### src/video_pkg.sv
package video_pkg;

	typedef logic [8:0] hcount_t;
	typedef logic [7:0] vcount_t;

	// one clock per pixel, 384 clocks per line
	localparam hcount_t H_TOTAL     = 9'd384;
	localparam hcount_t H_ACTIVE    = 9'd256;
	localparam hcount_t HSYNC_START = 9'd288;
	localparam hcount_t HSYNC_END   = 9'd320;

	// full 8 bit line count, so the counter wraps on its own
	localparam int      V_TOTAL     = 256;
	localparam vcount_t V_ACTIVE    = 8'd240;
	localparam vcount_t VSYNC_START = 8'd244;
	localparam vcount_t VSYNC_END   = 8'd248;

	// irq on lines 48, 112, 176, 240
	localparam vcount_t IRQ_LINE_MASK  = 8'd63;
	localparam vcount_t IRQ_LINE_PHASE = 8'd48;

	typedef struct packed {
		logic hsync;
		logic vsync;
		logic hblank;
		logic vblank;
		logic line_start;
	} sync_t;

endpackage

### src/sync_gen.sv
`timescale 1ns/1ps

module sync_gen (
	input  logic              s_6mhz,
	input  logic              reset,
	output video_pkg::sync_t   sync_o,
	output video_pkg::hcount_t h_o,
	output video_pkg::vcount_t v_o
);
	import video_pkg::*;

	hcount_t h_q;
	hcount_t h_next;
	vcount_t v_q;
	vcount_t v_next;
	sync_t   sync_q;
	sync_t   sync_next;

	// next raster position
	always_comb
	begin
		h_next = h_q + 1'b1;
		v_next = v_q;
		if (h_q == H_TOTAL - 1'b1)
		begin
			h_next = '0;
			if (v_q == vcount_t'(V_TOTAL - 1))
				v_next = '0;
			else
				v_next = v_q + 1'b1;
		end
	end

	// decode windows from the next count
	// so the registered flags line up with h_q and v_q
	always_comb
	begin
		sync_next.hsync      = (h_next >= HSYNC_START) && (h_next < HSYNC_END);
		sync_next.hblank     = (h_next >= H_ACTIVE);
		sync_next.vsync      = (v_next >= VSYNC_START) && (v_next < VSYNC_END);
		sync_next.vblank     = (v_next >= V_ACTIVE);
		sync_next.line_start = (h_next == '0);
	end

	always_ff @(posedge s_6mhz or posedge reset)
	begin
		if (reset)
		begin
			h_q    <= '0;
			v_q    <= '0;
			// all flags idle until the first real edge
			sync_q <= '0;
		end
		else
		begin
			h_q    <= h_next;
			v_q    <= v_next;
			sync_q <= sync_next;
		end
	end

	assign sync_o = sync_q;
	assign h_o    = h_q;
	assign v_o    = v_q;

	// horizontal count never leaves the line
	a_h_range: assert property (@(posedge s_6mhz) disable iff (reset)
		h_q < H_TOTAL);

endmodule

### config.mk
export PLATFORM = sky130hd
export DESIGN_NAME = sync_gen
export DESIGN_NICKNAME = d
export VERILOG_FILES = /design/src/video_pkg.sv /design/src/sync_gen.sv
export SDC_FILE = /design/constraint.sdc
export NUM_CORES = 1
export LEC_CHECK = 0
export BUFFER_PORTS_ARGS = -buffer_cell sky130_fd_sc_hd__clkbuf_2
export CAP_MARGIN = 20
export CORE_ASPECT_RATIO = 1.4
export CORE_MARGIN = 5
export CORE_UTILIZATION = 59
export CTS_BUF_LIST = sky130_fd_sc_hd__clkbuf_8
export DETAILED_ROUTE_END_ITERATION = 7
export PLACE_DENSITY_LB_ADDON = 0.15
export SLEW_MARGIN = 20
export SYNTH_ARGS = -nofsm -noshare
export SYNTH_HDL_FRONTEND = slang
export SYNTH_SLANG_ARGS = --single-unit
### constraint.sdc
create_clock -name s_6mhz -period 4.9 [get_ports s_6mhz]
set_clock_uncertainty 0.15 [all_clocks]
set_input_delay 0.49 -clock s_6mhz [delete_from_list [all_inputs] [get_ports s_6mhz]]
set_output_delay 0.49 -clock s_6mhz [all_outputs]
set_load 0.05 [all_outputs]
==> reports/qor.csv <==
stage,metric,value,unit
floorplanning,initial core utilization,61.5,%
logic_synthesis,Synth area leaders,"dfrtp_1 51%, nor2_1 4.5%, xor2_1 4.1%",
clocking,cts hold-fix bufs,0,
pwr,total power,292,µW
logic_synthesis,#FFs+latches synth,22,
worst_setup_path,CP Launch Point,h_o[0],
pwr,Clock power frac,36.6,%
worst_setup_path,r2r startpoint,h_o[0],
sta,Slew Limit Fails,0,
worst_setup_path,worst r2r path cells,6,
worst_hold_path,min-delay worst type,in2async,
global_routing,global route overflow,0,
worst_setup_path,data arrival time of the critical path,2.26,ns
logic_synthesis,post-synthesis sequential area ratio,51.0,%
logic_synthesis,Compound-Gate Fraction of Synth Area,12.3,%
global_routing,largest net degree at the start of global routing,23,
finish,n_diodes,0,
pwr,internal power,236,µW
worst_setup_path,CP Capture Type,flop,
worst_setup_path,Slowest cell on crit path,dfrtp_1,
worst_setup_path,cell-by-cell trace of the critical path,ha_1 > nand4b_2 > o41ai_2 > o311ai_1 > nor4b_2 > and3b_1,
clocking,clock sinks,22,
logic_synthesis,area share of and/or/nand/nor cells after synthesis,22.6,%
logic_synthesis,Syn Std Cell Area,1080,µm²
worst_setup_path,type of origin of the critical path,flop,
detailed_routing,ANT nets after route,0,
logic_synthesis,Post-Syn Nets,106,
worst_setup_path,CP Max Fanout,7,
place,placer congestion estimate,0.817,
sta,Fmax,451,MHz
sta,# setup viols final,0,
clocking,CTS Buf Count,3,
logic_synthesis,xor and xnor area share after synthesis,6.49,%
worst_setup_path,max incr delay on CP,0.46,ns
global_routing,first-pass GRT wire length,3.93,mm
place,Area after DPL,1210,µm²
detailed_routing,Routed WL per cell,15.4,µm
worst_setup_path,worst path bufs/invs,0,
job,MaxCap Viol Count,0,
logic_synthesis,Syn Inst Count,101,
global_routing,vias in the first global route,859,
logic_synthesis,combinational family with the most area after synthesis,simple AND/OR/NAND/NOR gates,
logic_synthesis,yosys warns,0,
floorplanning,Die ar.,2800,µm²
logic_synthesis,multiplexer share of the synthesized area,2.09,%
sta,period utilization,45.3,%
floorplanning,die width,46.2,µm
place,Port Buf Inserts,23,
pwr,Cell Pwr Density,233,nW/µm²
worst_setup_path,Worst EP required,4.95,ns
worst_setup_path,cell family with most CP delay,simple AND/OR/NAND/NOR gates,
sta,Final Hold Fails,0,
pwr,Logic pwr share,1.3,%
logic_synthesis,share of the synthesized area in the top cell type,51.0,%
worst_setup_path,R2R Path End,sync_o[3],
sta,Max-Slew Margin vs Limit,46.2,%
finish,share of layout cells above drive strength 1,27.8,%
place,Placed Instances,143,
detailed_routing,Initial DRT Pass Iterations,6,
logic_synthesis,syn_area_per_cell,10.7,µm²
finish,Nets,133,
pwr,Sw Ratio,19.1,%
pwr,Max rail drop VDD,0.220,mV
sta,worst slew pin tran,0.806,ns
global_routing,all-layer global routing usage,19.6,%
pwr,leakage power,0.648,nW
sta,crit path time final,2.22,ns
finish,"non-filler cells, final",146,
pwr,Net Switching,55.8,µW
detailed_routing,vias per cell,6.01,
logic_synthesis,synth unique cells,32,
clocking,setup bufs post-CTS,0,
floorplanning,area of the core,1760,µm²
finish,Area Overhead vs Synth,16.1,%
worst_setup_path,"Worst Path Class, Setup",reg2reg,
finish,fin area,1250,µm²
clocking,Longest Clk Path Bufs,2,
floorplanning,die height,60.6,µm
global_routing,initial antenna violation count,0,
clocking,CTS resizes,0,
run_status,status,completed,
clocking,"CTS clk-pin slew, worst paths",0.08,ns
detailed_routing,DRC,0,
place,HPWL Detailed,1.73,mm
floorplanning,IO Pins,24,
clocking,TritonCTS clock tree,built,
sta,RSZ-0062 raised after global routing,no,
detailed_routing,drt initial violations,24,
clocking,root buffer cell,clkbuf_8,
clocking,clk_lat worst skew,0.25,ns
logic_synthesis,adder and majority cell fraction of the synthesized area,3.48,%
clocking,H-Tree Depth,1,
detailed_routing,vias,877,
sta,Setup Total Neg Slack,0,ns
detailed_routing,Post-Route WL,2.24,mm
pwr,Seq pwr share,62.1,%
worst_setup_path,"reg-to-reg slack, setup",2.68,ns
floorplanning,row cnt,18,
logic_synthesis,Synth area leader,dfrtp_1,
## how the worst max path moves through the flow
stage	slack [ns]	cells after the start	end
floorplan	2.53	6	sync_o[3]
global placement	2.80	6	sync_o[3]
detailed placement	2.71	6	sync_o[3]
CTS	2.69	6	sync_o[3]
global route	2.50	6	sync_o[3]
finish	2.68	6	sync_o[3]
## flip-flops by register name (all words and copies together) (netlist names)
name and cells:
v_o 8, h_o 9, sync_o 5
## per-layer routing
metal | up-vias | routed length, µm | track usage (%)
li1 | 413 | - | -
met1 | 434 | 871 | 22.4
met2 | 26 | 1230 | 33.9
met3 | 4 | 102 | 3.86
met4 | 0 | 39 | 9.76
met5 | - | 0 | 0
## layout make-up
type	instances	area, µm²
tap	20	25.0
timing repair buffer	23	115
multi-input combinational	74	507
clock buffer	3	41.3
fill	135	503
inverter	4	15.0
sequential	22	551
## cell usage after synthesis, drive strengths merged
library cell,count
nand2,11
clkbuf,1
nand4,3
mux2,2
a22o,1
and2,1
nor2,13
and4b,1
and3b,1
a211o,1
nor4b,2
dfrtp,22
nand4b,1
xnor2,3
ha,3
a21oi,2
a21o,1
nor3,4
o21ai,2
inv,4
o41ai,1
nand3,7
o211a,1
o311ai,1
and4,1
o31ai,2
a32oi,2
xor2,5
a2bb2oi,1
o31a,1
## cells in the final DEF (no fill, tap or decap), drive strengths merged
| cell | count |
|---|---|
| a22o | 1 |
| and4b | 1 |
| mux2 | 2 |
| a32oi | 2 |
| o211a | 1 |
| a211o | 1 |
| dfrtp | 22 |
| nand2 | 11 |
| a21oi | 2 |
| xor2 | 5 |
| and4 | 1 |
| a21o | 1 |
| xnor2 | 3 |
| a2bb2oi | 1 |
| nand4 | 3 |
| nor2 | 13 |
| o31ai | 2 |
| nand4b | 1 |
| nand3 | 7 |
| clkbuf | 26 |
| ha | 3 |
| o31a | 1 |
| o41ai | 1 |
| o311ai | 1 |
| nor3 | 4 |
| inv | 4 |
| and3b | 1 |
| o21ai | 2 |
| and2 | 1 |
| nor4b | 2 |
## through the flow
stage,hold WS (ns),util [%],setup slack [ns]
2_1_floorplan,0.329,-,2.53
3_3_place_gp,0.389,69.0,2.80
3_5_place_dp,0.395,69.0,2.71
4_1_cts,0.246,71.4,2.69
5_1_grt,0.285,71.4,2.50
6_report,0.210,71.4,2.68
## worst register-to-register path, delay by kind of cell, from the launching register on
family | cells | cell delay, ns
AO/OA/AOI/OAI | 2 | 0.59
adder cells (fa/ha/maj) | 1 | 0.32
flip-flops | 1 | 0.46
AND/OR/NAND/NOR | 3 | 0.65
## cell families after synthesis
group / count (synthesis)
compound gates: 16
xor+xnor: 8
fa+ha+maj: 3
buf+inv: 5
flops: 22
mux: 2
simple gates: 45
## power by group through the flow
stage	registers, mW	logic (mW)	clock network, mW
after floorplan	0.185	0.00271	0
after global placement	0.185	0.00386	0
after detailed placement	0.185	0.00405	0
after CTS	0.181	0.00404	0.110
after global routing	0.181	0.00460	0.120
final	0.181	0.00370	0.107
Power figures use the tool's default switching activity.
