<file path="config.mk">
export PLATFORM = sky130hd
export DESIGN_NAME = io_ports
export DESIGN_NICKNAME = d
export VERILOG_FILES = /design/src/centipede_pkg.sv /design/src/video_pkg.sv /design/src/io_ports.sv
export SDC_FILE = /design/constraint.sdc
export NUM_CORES = 1
export LEC_CHECK = 0
export BUFFER_PORTS_ARGS = -buffer_cell sky130_fd_sc_hd__buf_2
export CORE_ASPECT_RATIO = 0.8
export CORE_MARGIN = 4
export CORE_UTILIZATION = 33
export DETAILED_ROUTE_END_ITERATION = 8
export HOLD_SLACK_MARGIN = 0.06
export PLACE_DENSITY = 0.85
export SYNTH_ARGS = -nofsm -noshare
export SYNTH_HDL_FRONTEND = slang
export SYNTH_SLANG_ARGS = --single-unit
</file>
<file path="constraint.sdc">
create_clock -name s_6mhz -period 1 [get_ports s_6mhz]
set_input_delay 0.25 -clock s_6mhz [delete_from_list [all_inputs] [get_ports s_6mhz]]
set_output_delay 0.25 -clock s_6mhz [all_outputs]
set_load 0.02 [all_outputs]
</file>
<file path="src/centipede_pkg.sv">
package centipede_pkg;

	// cpu side widths
	typedef logic [13:0] addr_t;
	typedef logic [7:0]  byte_t;
	typedef logic [3:0]  blk_t;
	typedef logic [31:0] axil_data_t;
	typedef logic [3:0]  axil_strb_t;
	typedef logic [1:0]  axil_resp_t;

	// 1 KB blocks, picked by addr[13:10]
	localparam blk_t BLK_PF     = 4'd1;
	localparam blk_t BLK_SW     = 4'd2;
	localparam blk_t BLK_IN     = 4'd3;
	localparam blk_t BLK_IRQACK = 4'd6;
	localparam blk_t BLK_OUT0   = 4'd7;

	localparam axil_resp_t RESP_OKAY = 2'b00;

	// cycles from ar handshake to rvalid
	localparam int READ_LATENCY = 2;

	typedef struct packed {
		logic       awvalid;
		addr_t      awaddr;
		logic       wvalid;
		axil_data_t wdata;
		axil_strb_t wstrb;
		logic       bready;
		logic       arvalid;
		addr_t      araddr;
		logic       rready;
	} axil_req_t;

	typedef struct packed {
		logic       awready;
		logic       wready;
		logic       bvalid;
		axil_resp_t bresp;
		logic       arready;
		logic       rvalid;
		axil_data_t rdata;
		axil_resp_t rresp;
	} axil_rsp_t;

	// one-cycle write strobe from the decoder to every target
	typedef struct packed {
		logic  en;
		blk_t  blk;
		addr_t addr;
		byte_t data;
	} cpu_wr_t;

	typedef struct packed {
		logic coin_r;
		logic coin_c;
		logic coin_l;
		logic self_test;
		logic cocktail;
		logic slam;
		logic start2;
		logic start1;
		logic fire2;
		logic fire1;
	} player_in_t;

	typedef logic [7:0] out_latch_t;

endpackage

</file>
<file path="src/video_pkg.sv">
package video_pkg;

	typedef logic [8:0] hcount_t;
	typedef logic [7:0] vcount_t;

	// one clock per pixel, 384 clocks per line
	localparam hcount_t H_TOTAL     = 9'd384;
	localparam hcount_t H_ACTIVE    = 9'd256;
	localparam hcount_t HSYNC_START = 9'd288;
	localparam hcount_t HSYNC_END   = 9'd320;

	// full 8 bit line count, so the counter wraps on its own
	localparam int      V_TOTAL     = 256;
	localparam vcount_t V_ACTIVE    = 8'd240;
	localparam vcount_t VSYNC_START = 8'd244;
	localparam vcount_t VSYNC_END   = 8'd248;

	// irq on lines 48, 112, 176, 240
	localparam vcount_t IRQ_LINE_MASK  = 8'd63;
	localparam vcount_t IRQ_LINE_PHASE = 8'd48;

	typedef struct packed {
		logic hsync;
		logic vsync;
		logic hblank;
		logic vblank;
		logic line_start;
	} sync_t;

endpackage

</file>
<file path="src/io_ports.sv">
`timescale 1ns/1ps

module io_ports (
	input  logic                     s_6mhz,
	input  logic                     reset,
	input  centipede_pkg::cpu_wr_t    wr_i,
	input  logic                     rd_en_i,
	input  centipede_pkg::blk_t       rd_blk_i,
	input  centipede_pkg::addr_t      rd_addr_i,
	output centipede_pkg::byte_t      rdata_o,
	input  video_pkg::sync_t          sync_i,
	input  video_pkg::vcount_t        v_i,
	input  centipede_pkg::player_in_t player_i,
	input  centipede_pkg::byte_t      sw1_i,
	input  centipede_pkg::byte_t      sw2_i,
	output logic [4:1]               led_o,
	output logic [2:0]               coin_ctr_o,
	output logic                     flip_o,
	output logic                     irq_o
);
	import centipede_pkg::*;
	import video_pkg::*;

	out_latch_t latch_q;
	byte_t      in0;
	byte_t      in1;
	byte_t      rd_mux;
	byte_t      rdata_q;
	logic       irq_q;
	logic       irq_set;
	logic       irq_ack;

	// in0: vblank plus cabinet bits, trakball nibble gone
	assign in0 = {1'b0, sync_i.vblank, player_i.self_test, player_i.cocktail, 4'b0000};

	// in1: a driven coin counter reads back as a coin
	assign in1 = {
		player_i.coin_r | latch_q[2],
		player_i.coin_c | latch_q[1],
		player_i.coin_l | latch_q[0],
		player_i.slam,
		player_i.fire2,
		player_i.fire1,
		player_i.start2,
		player_i.start1
	};

	always_comb
	begin
		case (rd_blk_i)
			// addr bit 0 picks the option bank
			BLK_SW:  rd_mux = rd_addr_i[0] ? sw2_i : sw1_i;
			// addr bit 1 picks the player port
			BLK_IN:  rd_mux = rd_addr_i[1] ? in1 : in0;
			default: rd_mux = '0;
		endcase
	end

	always_ff @(posedge s_6mhz)
	begin
		if (rd_en_i)
			rdata_q <= rd_mux;
	end

	assign rdata_o = rdata_q;

	// addressable latch, addr[2:0] picks the bit, data bit 7 is the value
	always_ff @(posedge s_6mhz or posedge reset)
	begin
		if (reset)
			latch_q <= '0;
		else if (wr_i.en && (wr_i.blk == BLK_OUT0))
			latch_q[wr_i.addr[2:0]] <= wr_i.data[7];
	end

	// right, center, left counters
	assign coin_ctr_o = latch_q[2:0];
	assign led_o      = latch_q[6:3];
	assign flip_o     = latch_q[7];

	// raise on the first clock of every 64th line from 48
	assign irq_set = sync_i.line_start && ((v_i & IRQ_LINE_MASK) == IRQ_LINE_PHASE);
	assign irq_ack = wr_i.en && (wr_i.blk == BLK_IRQACK);

	always_ff @(posedge s_6mhz or posedge reset)
	begin
		if (reset)
			irq_q <= 1'b0;
		// a new line wins over a same-cycle ack
		else if (irq_set)
			irq_q <= 1'b1;
		else if (irq_ack)
			irq_q <= 1'b0;
	end

	assign irq_o = irq_q;

	// irq only comes up off the line start of sync_gen
	a_irq_at_line: assert property (@(posedge s_6mhz) disable iff (reset)
		$rose(irq_q) |-> $past(sync_i.line_start));

endmodule

</file>
==> metrics.md <==
| Metric | Value |
|---|---|
| Outcome | finished, violations left |
| Failing checks | setup timing |
| MaxCap Viol Count | 0 |
| Clock buffer count from CTS | 3 |
| Slew margin rel. | 75.0% |
| Drt pass-1 iters | 4 |
| Detailed Place HPWL | 2290 um |
| Critical path launch point type | flop |
| Final Cycle Share | 120% |
| Worst endpoint required time | 0.75 ns |
| Worst R2R Start | latch_q[1] |
| Largest family of logic cells by synthesized area | multiplexers |
| Clk Latency, worst-skew pair | 0.29 ns |
| Post-placement setup slack | -0.450 ns |
| Diodes inserted | 0 |
| Post-Synth Adder-Cell Area | 0% |
| Routed vias/inst | 5.13 |
| Largest net degree at the start of global routing | 11 |
| Area grow syn2layout | 96.3% |
| First-pass GRT wire length | 4840 um |
| Post-synthesis mux area share | 19.9% |
| Port bufs | 68 |
| Non-Filler Instances | 190 |
| Setup violators final | 27 |
| CTS tree | built |
| Slew Viols, Final | 0 |
| Netlist cell types | 22 |
| Root Driver | clkbuf_4 |
| DRT iter0 DRCs | 26 |
| Crit end category | output pin |
| Synth Area in Simple Gates | 17.0% |
| DIE AREA | 3640 um2 |
| Core footprint | 2520 um2 |
| Post-synthesis xor/xnor area fraction | 0% |
| GRT Residual Overflow | 0 |
| Worst vdd ir | 659 uV |
| Number of remaining DRC errors | 0 |
| Post-route ant nets | 0 |
| Final Hold Fails | 0 |
| Share of cells above drive strength 1 | 74.7% |
| PnR worst setup slack | -0.196 ns |
| Crit Reg-Reg Endpoint | rdata_o[6] |
| Total track usage | 18.6% |
| HP Class | in -> reg |
| IO Count | 104 |
| Worst R2R Path Depth | 4 |
| Die Wd | 66.5 um |
| Gate Count Post-Synth | 70 |
| Clk sinks | 17 |
| Vias in the first global route | 986 |
| Avg Cell Area, Syn | 12.9 um2 |
| Initial core utilization | 35.8% |
| Wire length per cell | 19.3 um |
| GP Congestion | 0.738 |
| Clock transition at path regs | 0.10 ns |
| Final min period | 1.20 ns |
| CTS H-Tree Depth | 1 |
| Dpl cells | 177 |
| Post-Syn Area | 903 um2 |
| WP data arrival | 0.95 ns |
| Fin nets | 242 |
| Max clock buf depth | 2 |
| Initial antenna violation count | 0 |
| Setup CP Type | reg -> out |
| Row count | 16 |
| Die Ht | 54.8 um |
| Reg-to-reg slack, setup | -0.15 ns |
| Clock skew | 0.00156 ns |
| Complex-gate fraction of the synthesized area | 9.28% |
| Hold Crit Endpoint | irq_o |
| Hold Path Origin | v_i[3] |
| Pwr/cell area | 1010 nW/um2 |
| Sequential area share after synthesis | 51.5% |
| Tightest Pin Transition | 0.375 ns |
| Total vias in the final route | 974 |
| RSZ-0062 raised after global routing | true |
| Hold depth | 2 |
| Yosys reg bits | 17 |
| Achievable Freq | 0.836 GHz |
| Synth Net Count | 157 |
| Crit-path max FO | 2 |
| Routed WL | 3670 um |
| Leak | 0.841 nW |
| Total power | 0.00179 W |
| Ys Warns | 0 |
-- synthesized netlist by cell type, drive strengths merged --
cell type / number / area share, %
clkbuf: 1 / 0.42
o41ai: 1 / 0.97
nor4b: 2 / 3.3
nand4bb: 1 / 1.2
nor3: 4 / 2.2
nand2: 2 / 0.83
buf: 1 / 0.55
dfrtp: 9 / 25
nand4b: 2 / 3.6
o22ai: 2 / 1.4
o2bb2ai: 4 / 3.9
edfxtp: 8 / 27
or4b: 1 / 1.1
o21ai: 2 / 1.1
nor2: 3 / 1.2
o32ai: 2 / 1.9
inv: 3 / 1.2
mux2i: 9 / 10
nor4: 4 / 2.8
nand2b: 1 / 0.69
mux2: 8 / 10
-- per-layer routing --
| metal | global-route usage (%) | wire, um | part of all wire, % |
|---|---|---|---|
| met5 | 0 | 0 | 0 |
| met4 | 10.5 | 56 | 1.5 |
| met3 | 4.52 | 254 | 6.9 |
| met1 | 20.7 | 1420 | 39 |
| met2 | 32.9 | 1940 | 53 |
-- metrics by stage --
stage          util [%]  hold WS (ns)  instance area (um2)  setup TNS, ns
2_1_floorplan         -        0.0779                  955          -2.57
3_3_place_gp       54.0         0.211                 1360          -4.68
3_5_place_dp       54.0         0.235                 1360          -5.33
4_1_cts            64.9         0.130                 1640          -1.53
5_1_grt            70.3         0.132                 1770          -2.81
6_report           70.3         0.125                 1770          -2.02
-- critical path: stages, from the launching register on --
cell and delay (ns):
dfrtp_1 0.41, buf_6 0.13, buf_6 0.12
-- placed cells by master (no fill, tap or decap), drive strengths merged, types with 2 or more instances in the layout --
master / count
o22ai: 2
mux2: 8
o32ai: 2
o2bb2ai: 4
nand4b: 3
inv: 3
nor4b: 2
nor4: 4
edfxtp: 8
nand2: 2
buf: 77
mux2i: 9
dfrtp: 9
clkbuf: 6
nor3: 4
nor2: 3
o21ai: 2
-- report_power, final --
group          leakage, nW  internal (W)  switching [W]  total (W)
Combinational        0.625      0.000310       0.000291   0.000602
Clock               0.0177      0.000148       0.000222   0.000371
Sequential           0.198      0.000789      0.0000322   0.000821
Total                0.841       0.00125       0.000546    0.00179
-- cells by family after synthesis --
logic type | Yosys count
simple gates | 20
mux | 17
flops | 17
compound gates | 11
buf+inv | 5
-- state kept, by name, summed over array words and instances (netlist names) --
register and cells:
irq_o 1, latch_q 8, rdata_o 8
-- worst max path at each step --
stage	start	end	slack (ns)	depth (start not counted)
detailed placement	wr_i[25]	latch_q[5]	-0.45	4
CTS	latch_q[0]	coin_ctr_o[0]	-0.18	2
floorplan	wr_i[25]	latch_q[2]	-0.19	3
finish	latch_q[1]	coin_ctr_o[1]	-0.20	2
global placement	wr_i[25]	latch_q[0]	-0.32	4
global route	latch_q[1]	coin_ctr_o[1]	-0.22	2
-- area by class of cell --
cell class	count	area, um2
inverter	3	11.3
multi-input combinational	49	653
sequential	17	465
fill	187	749
tap	36	45.0
timing repair buffer	81	571
clock inverter	1	5.00
clock buffer	3	22.5
-- timing repair --
item / 4_1_cts / 5_1_grt
endpoints found under the hold margin: 9 / 0
cloned: 1 / 0
gates resized for setup: 43 / 31
buffers inserted: 5 / 2
pin swaps: 8 / 9
endpoints found under the setup margin: 27 / 29
hold buffers: 1 / 0
(Power assumes the default switching activity.)
