## src/centipede_pkg.sv

```systemverilog
package centipede_pkg;

	// cpu side widths
	typedef logic [13:0] addr_t;
	typedef logic [7:0]  byte_t;
	typedef logic [3:0]  blk_t;
	typedef logic [31:0] axil_data_t;
	typedef logic [3:0]  axil_strb_t;
	typedef logic [1:0]  axil_resp_t;

	// 1 KB blocks, picked by addr[13:10]
	localparam blk_t BLK_PF     = 4'd1;
	localparam blk_t BLK_SW     = 4'd2;
	localparam blk_t BLK_IN     = 4'd3;
	localparam blk_t BLK_IRQACK = 4'd6;
	localparam blk_t BLK_OUT0   = 4'd7;

	localparam axil_resp_t RESP_OKAY = 2'b00;

	// cycles from ar handshake to rvalid
	localparam int READ_LATENCY = 2;

	typedef struct packed {
		logic       awvalid;
		addr_t      awaddr;
		logic       wvalid;
		axil_data_t wdata;
		axil_strb_t wstrb;
		logic       bready;
		logic       arvalid;
		addr_t      araddr;
		logic       rready;
	} axil_req_t;

	typedef struct packed {
		logic       awready;
		logic       wready;
		logic       bvalid;
		axil_resp_t bresp;
		logic       arready;
		logic       rvalid;
		axil_data_t rdata;
		axil_resp_t rresp;
	} axil_rsp_t;

	// one-cycle write strobe from the decoder to every target
	typedef struct packed {
		logic  en;
		blk_t  blk;
		addr_t addr;
		byte_t data;
	} cpu_wr_t;

	typedef struct packed {
		logic coin_r;
		logic coin_c;
		logic coin_l;
		logic self_test;
		logic cocktail;
		logic slam;
		logic start2;
		logic start1;
		logic fire2;
		logic fire1;
	} player_in_t;

	typedef logic [7:0] out_latch_t;

endpackage

```

## src/axil_decoder.sv

```systemverilog
`timescale 1ns/1ps

module axil_decoder (
	input  logic                    s_6mhz,
	input  logic                    reset,
	input  centipede_pkg::axil_req_t req_i,
	output centipede_pkg::axil_rsp_t rsp_o,
	output centipede_pkg::cpu_wr_t   wr_o,
	output logic                    rd_en_o,
	output centipede_pkg::blk_t      rd_blk_o,
	output centipede_pkg::addr_t     rd_addr_o,
	input  centipede_pkg::byte_t     pf_rdata_i,
	input  centipede_pkg::byte_t     io_rdata_i
);
	import centipede_pkg::*;

	// read FSM accepts, waits for the target byte and holds the response
	typedef enum logic [1:0] {
		RD_IDLE,
		RD_FETCH,
		RD_RESP
	} rd_state_e;

	rd_state_e rd_state;
	logic      bvalid_q;
	logic      aw_hs;
	logic      ar_hs;
	blk_t      rd_blk_q;
	byte_t     rd_sel;
	byte_t     rdata_q;

	// aw and w taken together and only with no b pending
	assign aw_hs = req_i.awvalid && req_i.wvalid && !bvalid_q;

	// one read in flight so back-pressure on r blocks the next
	assign ar_hs = req_i.arvalid && (rd_state == RD_IDLE);

	// write strobe to targets in the acceptance cycle
	// only byte lane 0 carries data
	always_comb
	begin
		wr_o.en   = aw_hs && req_i.wstrb[0];
		wr_o.blk  = req_i.awaddr[13:10];
		wr_o.addr = req_i.awaddr;
		wr_o.data = req_i.wdata[7:0];
	end

	// read request goes out in the ar cycle
	assign rd_en_o   = ar_hs;
	assign rd_blk_o  = req_i.araddr[13:10];
	assign rd_addr_o = req_i.araddr;

	// pick return byte by the block carried through the pipe
	always_comb
	begin
		case (rd_blk_q)
			BLK_PF:  rd_sel = pf_rdata_i;
			BLK_SW,
			BLK_IN:  rd_sel = io_rdata_i;
			// unmapped reads as zero
			default: rd_sel = '0;
		endcase
	end

	always_ff @(posedge s_6mhz or posedge reset)
	begin
		if (reset)
			bvalid_q <= 1'b0;
		else if (aw_hs)
			bvalid_q <= 1'b1;
		else if (req_i.bready)
			bvalid_q <= 1'b0;
	end

	always_ff @(posedge s_6mhz or posedge reset)
	begin
		if (reset)
		begin
			rd_state <= RD_IDLE;
			rd_blk_q <= '0;
		end
		else
		begin
			case (rd_state)
				RD_IDLE:
				begin
					if (ar_hs)
					begin
						rd_blk_q <= rd_blk_o;
						rd_state <= RD_FETCH;
					end
				end
				// target byte is valid now
				RD_FETCH: rd_state <= RD_RESP;
				RD_RESP:
				begin
					if (req_i.rready)
						rd_state <= RD_IDLE;
				end
				default: rd_state <= RD_IDLE;
			endcase
		end
	end

	// response data loaded once per read
	always_ff @(posedge s_6mhz)
	begin
		if (rd_state == RD_FETCH)
			rdata_q <= rd_sel;
	end

	always_comb
	begin
		rsp_o         = '0;
		rsp_o.awready = aw_hs;
		rsp_o.wready  = aw_hs;
		rsp_o.bvalid  = bvalid_q;
		rsp_o.bresp   = RESP_OKAY;
		rsp_o.arready = (rd_state == RD_IDLE);
		rsp_o.rvalid  = (rd_state == RD_RESP);
		rsp_o.rdata   = {24'd0, rdata_q};
		rsp_o.rresp   = RESP_OKAY;
	end

	// valid holds until its ready
	a_bvalid_hold: assert property (@(posedge s_6mhz) disable iff (reset)
		bvalid_q && !req_i.bready |=> bvalid_q);
	a_rvalid_hold: assert property (@(posedge s_6mhz) disable iff (reset)
		rsp_o.rvalid && !req_i.rready |=> rsp_o.rvalid && $stable(rdata_q));

endmodule

```

## config.mk

```make
export PLATFORM = sky130hd
export DESIGN_NAME = axil_decoder
export DESIGN_NICKNAME = d
export VERILOG_FILES = /design/src/centipede_pkg.sv /design/src/axil_decoder.sv
export SDC_FILE = /design/constraint.sdc
export NUM_CORES = 1
export LEC_CHECK = 0
export BUFFER_PORTS_ARGS = -buffer_cell sky130_fd_sc_hd__buf_2
export CAP_MARGIN = 40
export CORE_MARGIN = 3
export CORE_UTILIZATION = 31
export DETAILED_ROUTE_END_ITERATION = 7
export PLACE_DENSITY_LB_ADDON = 0.12
export REMOVE_ABC_BUFFERS = 1
export SYNTH_ARGS = -nofsm -noshare
export SYNTH_HDL_FRONTEND = slang
export SYNTH_SLANG_ARGS = --single-unit
```

## constraint.sdc

```tcl
create_clock -name s_6mhz -period 1.5 [get_ports s_6mhz]
set_clock_uncertainty 0.2 [all_clocks]
set_input_delay 0.075 -clock s_6mhz [delete_from_list [all_inputs] [get_ports s_6mhz]]
set_output_delay 0.075 -clock s_6mhz [all_outputs]
set_load 0.02 [all_outputs]
```

==> reports/qor.yml, run 1 <==
outcome: "completed"
dpl.hpwl_mm: 3.570
drtAntennaViolNets: 0
fp.dieArea_mm2: 0.004865
crit_arrival_ns: 1.16
ys_ff_latch: 15
p_leak_uw: 0.0007991
vias_per_cell: 4.030
antenna_found_initial: 0
dr.pass1.iters: 2
finalSetupViolCount: 0
fin_crit_sh: 0.9582
grtUsageTotal: 0.1732
synth_area_leaders: "buf_4 45%, edfxtp_1 19%, dfrtp_1 14%, nand3b_1 4.8%, mux2_2 3.6%"
cts_buffers: 3
maxCapViolCount: 0
ys_seq_area_frac: 0.3297
netSwitchingFraction: 0.4112
postSynthAreaPerCell_um2: 9.333
grt_setup_unrepaired: "false"
grt_max_degree: 18
syn_to_final_growth_pct: 31.38
fillers: 386
cts_root_buf: "clkbuf_8"
crit_family: "flip-flops"
synth_top_area_frac: 0.4469
synthArstFlopShare: 0.4667
path_cells: "buf_4, nor2b_1, buf_2"
grt_pass1_wl_mm: 6.230
clk_path_buf_depth: 2
initial_utilization: 0.3317
die_w_um: 69.75
cp.required_ns: 1.22
h-tree-depth: 1
synth_area_mm2: 0.001260
rows: 22
synth_common_cells: "75 x buf_4, 9 x nand2_1, 8 x a21oi_1, 8 x edfxtp_1, 8 x nand3b_1"
slowest_delay_ns: 0.43
p_comb_frac: 0.458
insertion_delay_ns: 0.25
ios: 174
path_clk_slew_ns: 0.06
drc_errors: 0
vias: 955
synth_edf_count: 8
grt_pass1_vias: 1005
crit_path_end_kind: "output port"
wirelength_mm: 4.332
setup-tns-final_ns: 0
criticalPathCategory: "reg -> out"
worst-path-buf-inv: 2
antenna_cells: 0
routedWlPerCell_um: 18.28
yosys.area.top_type: "buf_4"
cts_sinks: 15
place.gp.congestion: 0.7959
synth-main-ff-cell: "edfxtp_1"
max_freq_mhz: 695.7
startpoint_type: "flip-flop"
power_frac_clock: 0.164
ys_warn_count: 0
fp.coreArea_mm2: 0.003799
finalHoldViolCount: 0
grt_remaining_overflow: 0
cts_tree: "yes"
ir_worst_vdd_uv: 521.8
period_needed_ns: 1.437
worst_hold_slack_ns: 0.01355
synth.distinct_cells: 19
p_seq_frac: 0.378
power_density_mw_per_mm2: 1211
syn_inst: 135
final_max_slew_viol_count: 0
yosysMostFrequentCell: "buf_4"
hold_path_class: "in -> reg"
power.internal_uw: 1180
drive_above_1_share: 0.3439
io_buffer_count: 50
nets: 277
crit_fanout: 3
power_switching_uw: 824.2
die_h_um: 69.75
detail_route.iter0.violations: 16
critPathSlowestCell: "dfrtp_2"
==> layout make-up <==
type / count / area, µm² / area share
Sequential cell: 15 / 417.9 / 0.2525
Tap cell: 48 / 60.06 / 0.03628
Multi-Input combinational cell: 67 / 364.1 / 0.2200
Clock inverter: 1 / 5.005 / 0.003023
Timing Repair Buffer: 101 / 759.5 / 0.4588
Clock buffer: 3 / 41.29 / 0.02494
Inverter: 2 / 7.507 / 0.004535
==> worst reg2reg max path: stages, from the launching register on <==
cell     delay, ns
dfrtp_2       0.43
nor3b_4       0.22
buf_6         0.14
mux2_2        0.32
==> state kept, by name, indices dropped and copies added (netlist names) <==
| name | count |
|---|---|
| rdata_q | 8 |
| rd_blk_q | 4 |
| bvalid_q | 1 |
| rd_state | 2 |
==> worst paths after layout <==
path	cells after the start	startpoint	to	slack, ns
worst min-delay path	3	pf_rdata_i[7]	rdata_q[7]$_DFFE_PN_	0.01
worst max-delay path	3	rd_state[0]$_DFFE_PP0P_	rsp_o[34]	0.06
worst max register to register	3	rd_state[0]$_DFFE_PP0P_	rd_blk_q[3]$_DFFE_PP0P_	0.07
worst min register to register	1	rd_blk_q[2]$_DFFE_PP0P_	rd_blk_q[2]$_DFFE_PP0P_	0.30
min in group asynchronous	3	reset	rd_state[1]$_DFFE_PP0P_	0.09
max in group asynchronous	3	reset	rd_state[0]$_DFFE_PP0P_	0.77
==> stage by stage <==
stage	instance area, µm²	worst slack [ns]	utilization	std cells	total power (µW)
2_1_floorplan	785.8	-0.005107	-	84	1202
3_3_place_gp	1096	0.04461	0.2885	182	1451
3_5_place_dp	1096	0.04245	0.2885	182	1461
4_1_cts	1640	0.02534	0.4318	236	1998
5_1_grt	1655	0.003796	0.4358	237	2146
6_report	1655	0.06267	0.4358	237	2004
==> layer usage <==
| metal | routed length, µm | global-route usage |
|---|---|---|
| met5 | 0 | 0 |
| met4 | 36 | 0.04468 |
| met3 | 581 | 0.06232 |
| met2 | 2013 | 0.2956 |
| met1 | 1702 | 0.2058 |
==> power groups by stage <==
| stage | Clock [µW] | Sequential, µW | Combinational (µW) |
|---|---|---|---|
| 2_1_floorplan | 0 | 806 | 396 |
| 3_3_place_gp | 0 | 766 | 685 |
| 4_1_cts | 341 | 761 | 897 |
| 6_report | 328 | 758 | 918 |
| 3_5_place_dp | 0 | 770 | 691 |
| 5_1_grt | 362 | 788 | 996 |
==> cells by family after synthesis <==
logic type	Yosys count	synth area share
AND/OR/NAND/NOR	25	0.1231
buffers and inverters	80	0.4628
other	1	0.002976
flip-flops	15	0.3297
AO/OA/AOI/OAI	9	0.03774
multiplexers	5	0.04369
==> placed cells by master (no fill, tap or decap), types with 3 or more instances in the layout <==
cell type and count:
dlygate4sd3_1 49, dfrtp_1 5, mux2_2 4, nand2_1 9, buf_2 50, nand3b_1 8, clkbuf_8 3, a21oi_1 8
conb_1 28, edfxtp_1 8
==> what timing repair did <==
action | 4_1_cts | 5_1_grt
hold endpoints to repair | 58 | 0
resized for setup | 0 | 4
setup endpoints to repair | 1 | 12
buffers inserted | 1 | 1
hold buffers | 49 | 0
pin swaps | 1 | 0
(Power assumes the default switching activity.)
==> run 2, diff against run 1 <==
--- a/config.mk
+++ b/config.mk
@@ -7,7 +7,7 @@
 export LEC_CHECK = 0
 export BUFFER_PORTS_ARGS = -buffer_cell sky130_fd_sc_hd__buf_2
 export CAP_MARGIN = 40
-export CORE_MARGIN = 3
+export CORE_MARGIN = 8
 export CORE_UTILIZATION = 31
 export DETAILED_ROUTE_END_ITERATION = 7
 export PLACE_DENSITY_LB_ADDON = 0.12
==> reports/qor.yml, run 2 (same netlist as run 1, synthesis figures left out) <==
p_leak_uw: 0.0007977  # -0.18%
total_power_uw: 1984  # -1.0%
cts_sinks: 15  # unchanged
cts_tree: "yes"
post-route-util: 0.4199  # -0.01590
power_density_mw_per_mm2: 1198  # -1.0%
dp_cells: 184  # +1.1%
maxCapViolCount: 0  # unchanged
grt_pass1_vias: 1124  # +12%
path_clk_slew_ns: 0.06  # about the same
insertion_delay_ns: 0.24  # about the same
worst_hold_slack_ns: 0.02110  # +0.007546 ns
setup-tns-final_ns: 0  # unchanged
ir_worst_vdd_uv: 635.5  # +22%
ios: 174  # unchanged
crit_path_end_kind: "flip-flop"
finalSetupViolCount: 0  # unchanged
detail_route.iter0.violations: 14  # -2
vias: 953  # -0.21%
dr.pass1.iters: 4  # +2
most-common-layout-cells: "50 x buf_2, 49 x dlygate4sd3_1, 28 x conb_1"
nets: 277  # unchanged
wirelength_mm: 4.471  # +3.2%
antenna_found_initial: 0  # unchanged
io_buffer_count: 50  # unchanged
largest_reg_flops: 8  # unchanged
vias_per_cell: 3.987  # -1.0%
crit_arrival_ns: 1.37  # +0.21 ns
final_max_slew_viol_count: 0  # unchanged
initial_utilization: 0.3196  # -0.01211
cp.required_ns: 1.43  # +0.21 ns
startpoint_type: "flip-flop"
grt_remaining_overflow: 0  # unchanged
cts_root_buf: "clkbuf_8"
grt_pass1_wl_mm: 6.472  # +3.9%
syn_to_final_growth_pct: 31.38  # unchanged
fp.dieArea_mm2: 0.006360  # +31%
die_h_um: 79.75  # +14%
grt_max_degree: 18  # unchanged
h-tree-depth: 1  # unchanged
die_w_um: 79.75  # +14%
rows: 23  # +4.5%
fin_crit_sh: 0.9600  # +0.001779
drc_errors: 0  # unchanged
drtAntennaViolNets: 0  # unchanged
max_freq_mhz: 694.4  # -0.19%
cts_buffers: 3  # unchanged
hold_path_class: "in -> reg"
outcome: "completed"
period_needed_ns: 1.440  # +0.002668 ns
grt_setup_unrepaired: "false"
final_common_cell: "buf_2"
finalNonFillerCells: 239  # +0.84%
crit_fanout: 5  # +2
fp.coreArea_mm2: 0.003943  # +3.8%
criticalPathCategory: "reg -> reg"
grtUsageTotal: 0.1352  # -0.03797
largest_register: "rdata_q"
clk_path_buf_depth: 2  # unchanged
place.gp.congestion: 0.6175  # -22%
drive_above_1_share: 0.3333  # -0.01058
routedWlPerCell_um: 18.71  # +2.3%
dpl.hpwl_mm: 3.406  # -4.6%
finalHoldViolCount: 0  # unchanged
top_regs: "rdata_q x8, rd_blk_q x4, rd_state x2"
antenna_cells: 0  # unchanged
==> run 2: worst max-delay path: stages, from the launching register on <==
cell,delay (ns)
dfrtp_1,0.43
nor3b_4,0.24
buf_6,0.13
mux2_2,0.32
==> run 2: per-layer routing <==
layer	global-route usage	wire, µm	vias to the layer above
met5	0	0	-
met4	0.03273	12	0
met3	0.05856	560	2
met2	0.2282	2129	84
met1	0.1528	1768	429
li1	-	-	438
==> run 2: cell type report <==
cell class              instances  area (µm²)
inverters                       2       7.507
multi-input cells              67       364.1
well taps                      50       62.56
flip-flops and latches         15       416.7
fillers                       382        2287
repair buffers                101       759.5
clock buffers                   4       45.04
==> run 2: worst paths after layout <==
path / startpoint / endpoint / slack (ns) / cells after the start
setup reg to reg: rd_state[1]$_DFFE_PP0P_ / rd_blk_q[2]$_DFFE_PP0P_ / 0.06 / 3
min in group asynchronous: reset / bvalid_q$_DFFE_PP0P_ / 0.13 / 3
hold / removal: pf_rdata_i[4] / rdata_q[4]$_DFFE_PN_ / 0.02 / 3
hold reg to reg: rd_blk_q[3]$_DFFE_PP0P_ / rd_blk_q[3]$_DFFE_PP0P_ / 0.30 / 1
max in group asynchronous: reset / rd_state[0]$_DFFE_PP0P_ / 0.74 / 3
setup / recovery: rd_state[1]$_DFFE_PP0P_ / rd_blk_q[2]$_DFFE_PP0P_ / 0.06 / 3
==> run 2: repair_timing <==
action / CTS / global route
pin swaps: 1 / 1
buffers inserted: 2 / 0
resized for setup: 0 / 3
setup endpoints to repair: 1 / 11
hold buffers: 49 / 0
hold endpoints to repair: 58 / 0
cloned: 0 / 0
==> run 2: power breakdown <==
group	total (µW)	internal [µW]	switching (µW)	leakage, µW
combinational	905	386	519	0.000615
sequential	758	607	151	0.000160
clock	321	188	134	0.0000228
==> run 2: through the flow <==
| stage | worst slack [ns] | area (µm²) |
|---|---|---|
| after floorplan | -0.005107 | 785.8 |
| after global placement | 0.05597 | 1099 |
| after detailed placement | 0.04855 | 1099 |
| after CTS | 0.03975 | 1649 |
| after global routing | 0.009345 | 1655 |
| final | 0.06000 | 1655 |
==> run 3, diff against run 2 <==
--- a/config.mk
+++ b/config.mk
@@ -5,6 +5,8 @@
 export SDC_FILE = /design/constraint.sdc
 export NUM_CORES = 1
 export LEC_CHECK = 0
+export ABC_AREA = 1
+export ABC_CLOCK_PERIOD_IN_PS = 1500
 export BUFFER_PORTS_ARGS = -buffer_cell sky130_fd_sc_hd__buf_2
 export CAP_MARGIN = 40
 export CORE_MARGIN = 8
==> reports/qor.yml, run 3 <==
grt_pass1_vias: 1262  # +12%
die_w_um: 80.29  # +0.68%
path_clk_slew_ns: 0.06  # about the same
yosysMostFrequentCell: "buf_4"
cts_buffers: 3  # unchanged
synthArstFlopShare: 0.4667  # unchanged
ios: 174  # unchanged
power.internal_uw: 1166  # -1.2%
power_switching_uw: 964.0  # +20%
synth_xor_area_frac: 0  # unchanged
yosys.area_share.simple: 0.1816  # +0.05850
fp.dieArea_mm2: 0.006446  # +1.4%
crit_arrival_ns: 1.15  # -0.22 ns
routedWlPerCell_um: 17.51  # -6.4%
outcome: "completed"
startpoint_type: "flip-flop"
hold_path_class: "in -> async"
largest_reg_flops: 8  # unchanged
period_needed_ns: 1.422  # -0.01843 ns
initial_utilization: 0.3203  # +0.0007194
postSynthAreaPerCell_um2: 8.599  # -7.9%
cts_tree: "yes"
finalSetupViolCount: 0  # unchanged
synth-main-ff-cell: "edfxtp_1"
synth_area_leaders: "buf_4 45%, edfxtp_1 19%, dfrtp_1 14%, nand3_1 7.4%, nand2_1 5.3%"
fin_crit_sh: 0.9477  # -0.01229
clk_path_buf_depth: 2  # unchanged
power_frac_clock: 0.152  # -0.010
final_common_cell: "dlygate4sd3_1"
fp.coreArea_mm2: 0.004000  # +1.5%
synthAdderAreaFrac: 0  # unchanged
p_leak_uw: 0.0009264  # +16%
ys_ff_latch: 15  # unchanged
place.gp.congestion: 0.7127  # +15%
fin_ws_ns: 0.07843  # +0.01843 ns
antenna_found_initial: 1  # +1
grt_max_degree: 17  # -1
grt_remaining_overflow: 0  # unchanged
crit_fanout: 6  # +1
cts_sinks: 15  # unchanged
pre_cts_ws_ns: 0.2055  # +0.1569 ns
power_density_mw_per_mm2: 1210  # +0.98%
h-tree-depth: 1  # unchanged
insertion_delay_ns: 0.25  # about the same
grt_setup_unrepaired: "false"
detail_route.iter0.violations: 25  # +11
finalHoldViolCount: 0  # unchanged
maxCapViolCount: 0  # unchanged
synth.distinct_cells: 13  # -6
syn_inst: 149  # +10%
dr.pass1.iters: 2  # -2
die_h_um: 80.29  # +0.68%
drive_above_1_share: 0.3019  # -0.03145
vias: 1048  # +10%
p_comb_frac: 0.509  # +0.053
netSwitchingFraction: 0.4525  # +0.04742
ys_warn_count: 0  # unchanged
rrSetupSlack_ns: 0.08  # +0.02 ns
synth_top_family_by_area: "buffers and inverters"
ir_worst_vdd_uv: 618.9  # -2.6%
final_max_slew_viol_count: 0  # unchanged
yosys.area.top_type: "buf_4"
nets: 300  # +8.3%
post-route-util: 0.4401  # +0.02023
vias_per_cell: 3.985  # about the same
max_freq_mhz: 703.4  # +1.3%
fillers: 404  # +5.8%
synth_area_mm2: 0.001281  # +1.7%
wirelength_mm: 4.606  # +3.0%
cp.required_ns: 1.22  # -0.21 ns
synth.mux.area_fraction: 0  # -0.04369
largest_register: "rdata_q"
cts_root_buf: "clkbuf_8"
io_buffer_count: 50  # unchanged
setup-tns-final_ns: 0  # unchanged
synth_edf_count: 8  # unchanged
rows: 23  # unchanged
drc_errors: 0  # unchanged
crit_path_end_kind: "output port"
syn_to_final_growth_pct: 37.40
synth_compound_area_frac: 0.007813  # -0.02992
top_regs: "rdata_q x8, rd_blk_q x4, rd_state x2"
criticalPathCategory: "reg -> out"
grtUsageTotal: 0.1393  # +0.004115
drtAntennaViolNets: 0  # unchanged
most-common-layout-cells: "57 x dlygate4sd3_1, 50 x buf_2, 28 x conb_1"
grt_pass1_wl_mm: 6.865  # +6.1%
ys_seq_area_frac: 0.3242  # -0.005473
p_seq_frac: 0.339  # -0.043
dpl.hpwl_mm: 3.606  # +5.9%
synth_top_area_frac: 0.4453  # -0.001559
synth_common_cells: "76 x buf_4, 19 x nand3_1, 18 x nand2_1, 10 x inv_1, 8 x edfxtp_1"
-- run 3: cells by family (layout without fill, tap and decap cells) --
group                  after synthesis  in the layout
AO/OA/AOI/OAI                        2              2
buffers and inverters               87            123
flip-flops                          15             15
other                                1             29
AND/OR/NAND/NOR                     44             44
-- run 3: final cells by class --
| class | count | area [µm²] | share of cell area |
|---|---|---|---|
| clock buffers | 3 | 41.29 | 0.02345 |
| clock inverters | 1 | 5.005 | 0.002843 |
| diodes | 1 | 2.502 | 0.001421 |
| multi-input cells | 74 | 360.3 | 0.2047 |
| flip-flops and latches | 15 | 415.4 | 0.2360 |
| well taps | 50 | 62.56 | 0.03554 |
| inverters | 10 | 37.54 | 0.02132 |
| repair buffers | 109 | 835.8 | 0.4748 |
-- run 3: per-stage QoR --
| stage | instances | cell area, µm² | hold slack (ns) | total power, µW |
|---|---|---|---|---|
| after floorplan | 99 | 800.8 | -0.3216 | 1285 |
| after global placement | 201 | 1129 | -0.1775 | 1596 |
| after detailed placement | 201 | 1129 | -0.1781 | 1609 |
| after CTS | 262 | 1748 | 0.09754 | 2152 |
| after global routing | 263 | 1760 | 0.1363 | 2295 |
| final | 263 | 1760 | 0.1003 | 2130 |
-- run 3: what timing repair did --
item / in CTS / in global routing
endpoints found under the hold margin: 58 / 0
resized for setup: 1 / 3
setup buffers: 0 / 0
hold buffers: 57 / 0
setup endpoints to repair: 1 / 2
pin swaps: 0 / 1
-- run 3: layer usage --
layer / up-vias / wire length, µm / share of wire / global-route usage
li1: 490 / - / - / -
met1: 465 / 2211 / 0.48 / 0.1915
met2: 91 / 1877 / 0.41 / 0.1964
met3: 2 / 491 / 0.11 / 0.05915
met4: 0 / 27 / 0.0059 / 0.02727
met5: - / 0 / 0 / 0
-- run 3: power by group through the flow --
stage | clock [µW] | sequential, µW | combinational [µW]
after floorplan | 0 | 818 | 468
after global placement | 0 | 728 | 868
after CTS | 340 | 725 | 1090
after detailed placement | 0 | 733 | 876
after global routing | 352 | 740 | 1200
final | 324 | 722 | 1080
-- run 3: worst max-delay path, cell delays in order, from the launching register on --
cell	delay (ns)
dfrtp_1	0.40
nor2_4	0.19
nand2_4	0.10
inv_1	0.06
buf_2	0.15
-- run 3: final timing paths --
path                                          from                 endpoint  cells past startpoint
hold reg to reg            rd_blk_q[0]$_DFFE_PP0P_  rd_blk_q[0]$_DFFE_PP0P_                      2
setup / recovery           rd_state[0]$_DFFE_PP0P_                  rd_en_o                      4
setup reg to reg              bvalid_q$_DFFE_PP0P_     bvalid_q$_DFFE_PP0P_                      4
hold / removal                               reset  rd_blk_q[1]$_DFFE_PP0P_                      3
max in group asynchronous                    reset  rd_blk_q[0]$_DFFE_PP0P_                      3
min in group s_6mhz                      req_i[17]                 wr_o[26]                      4
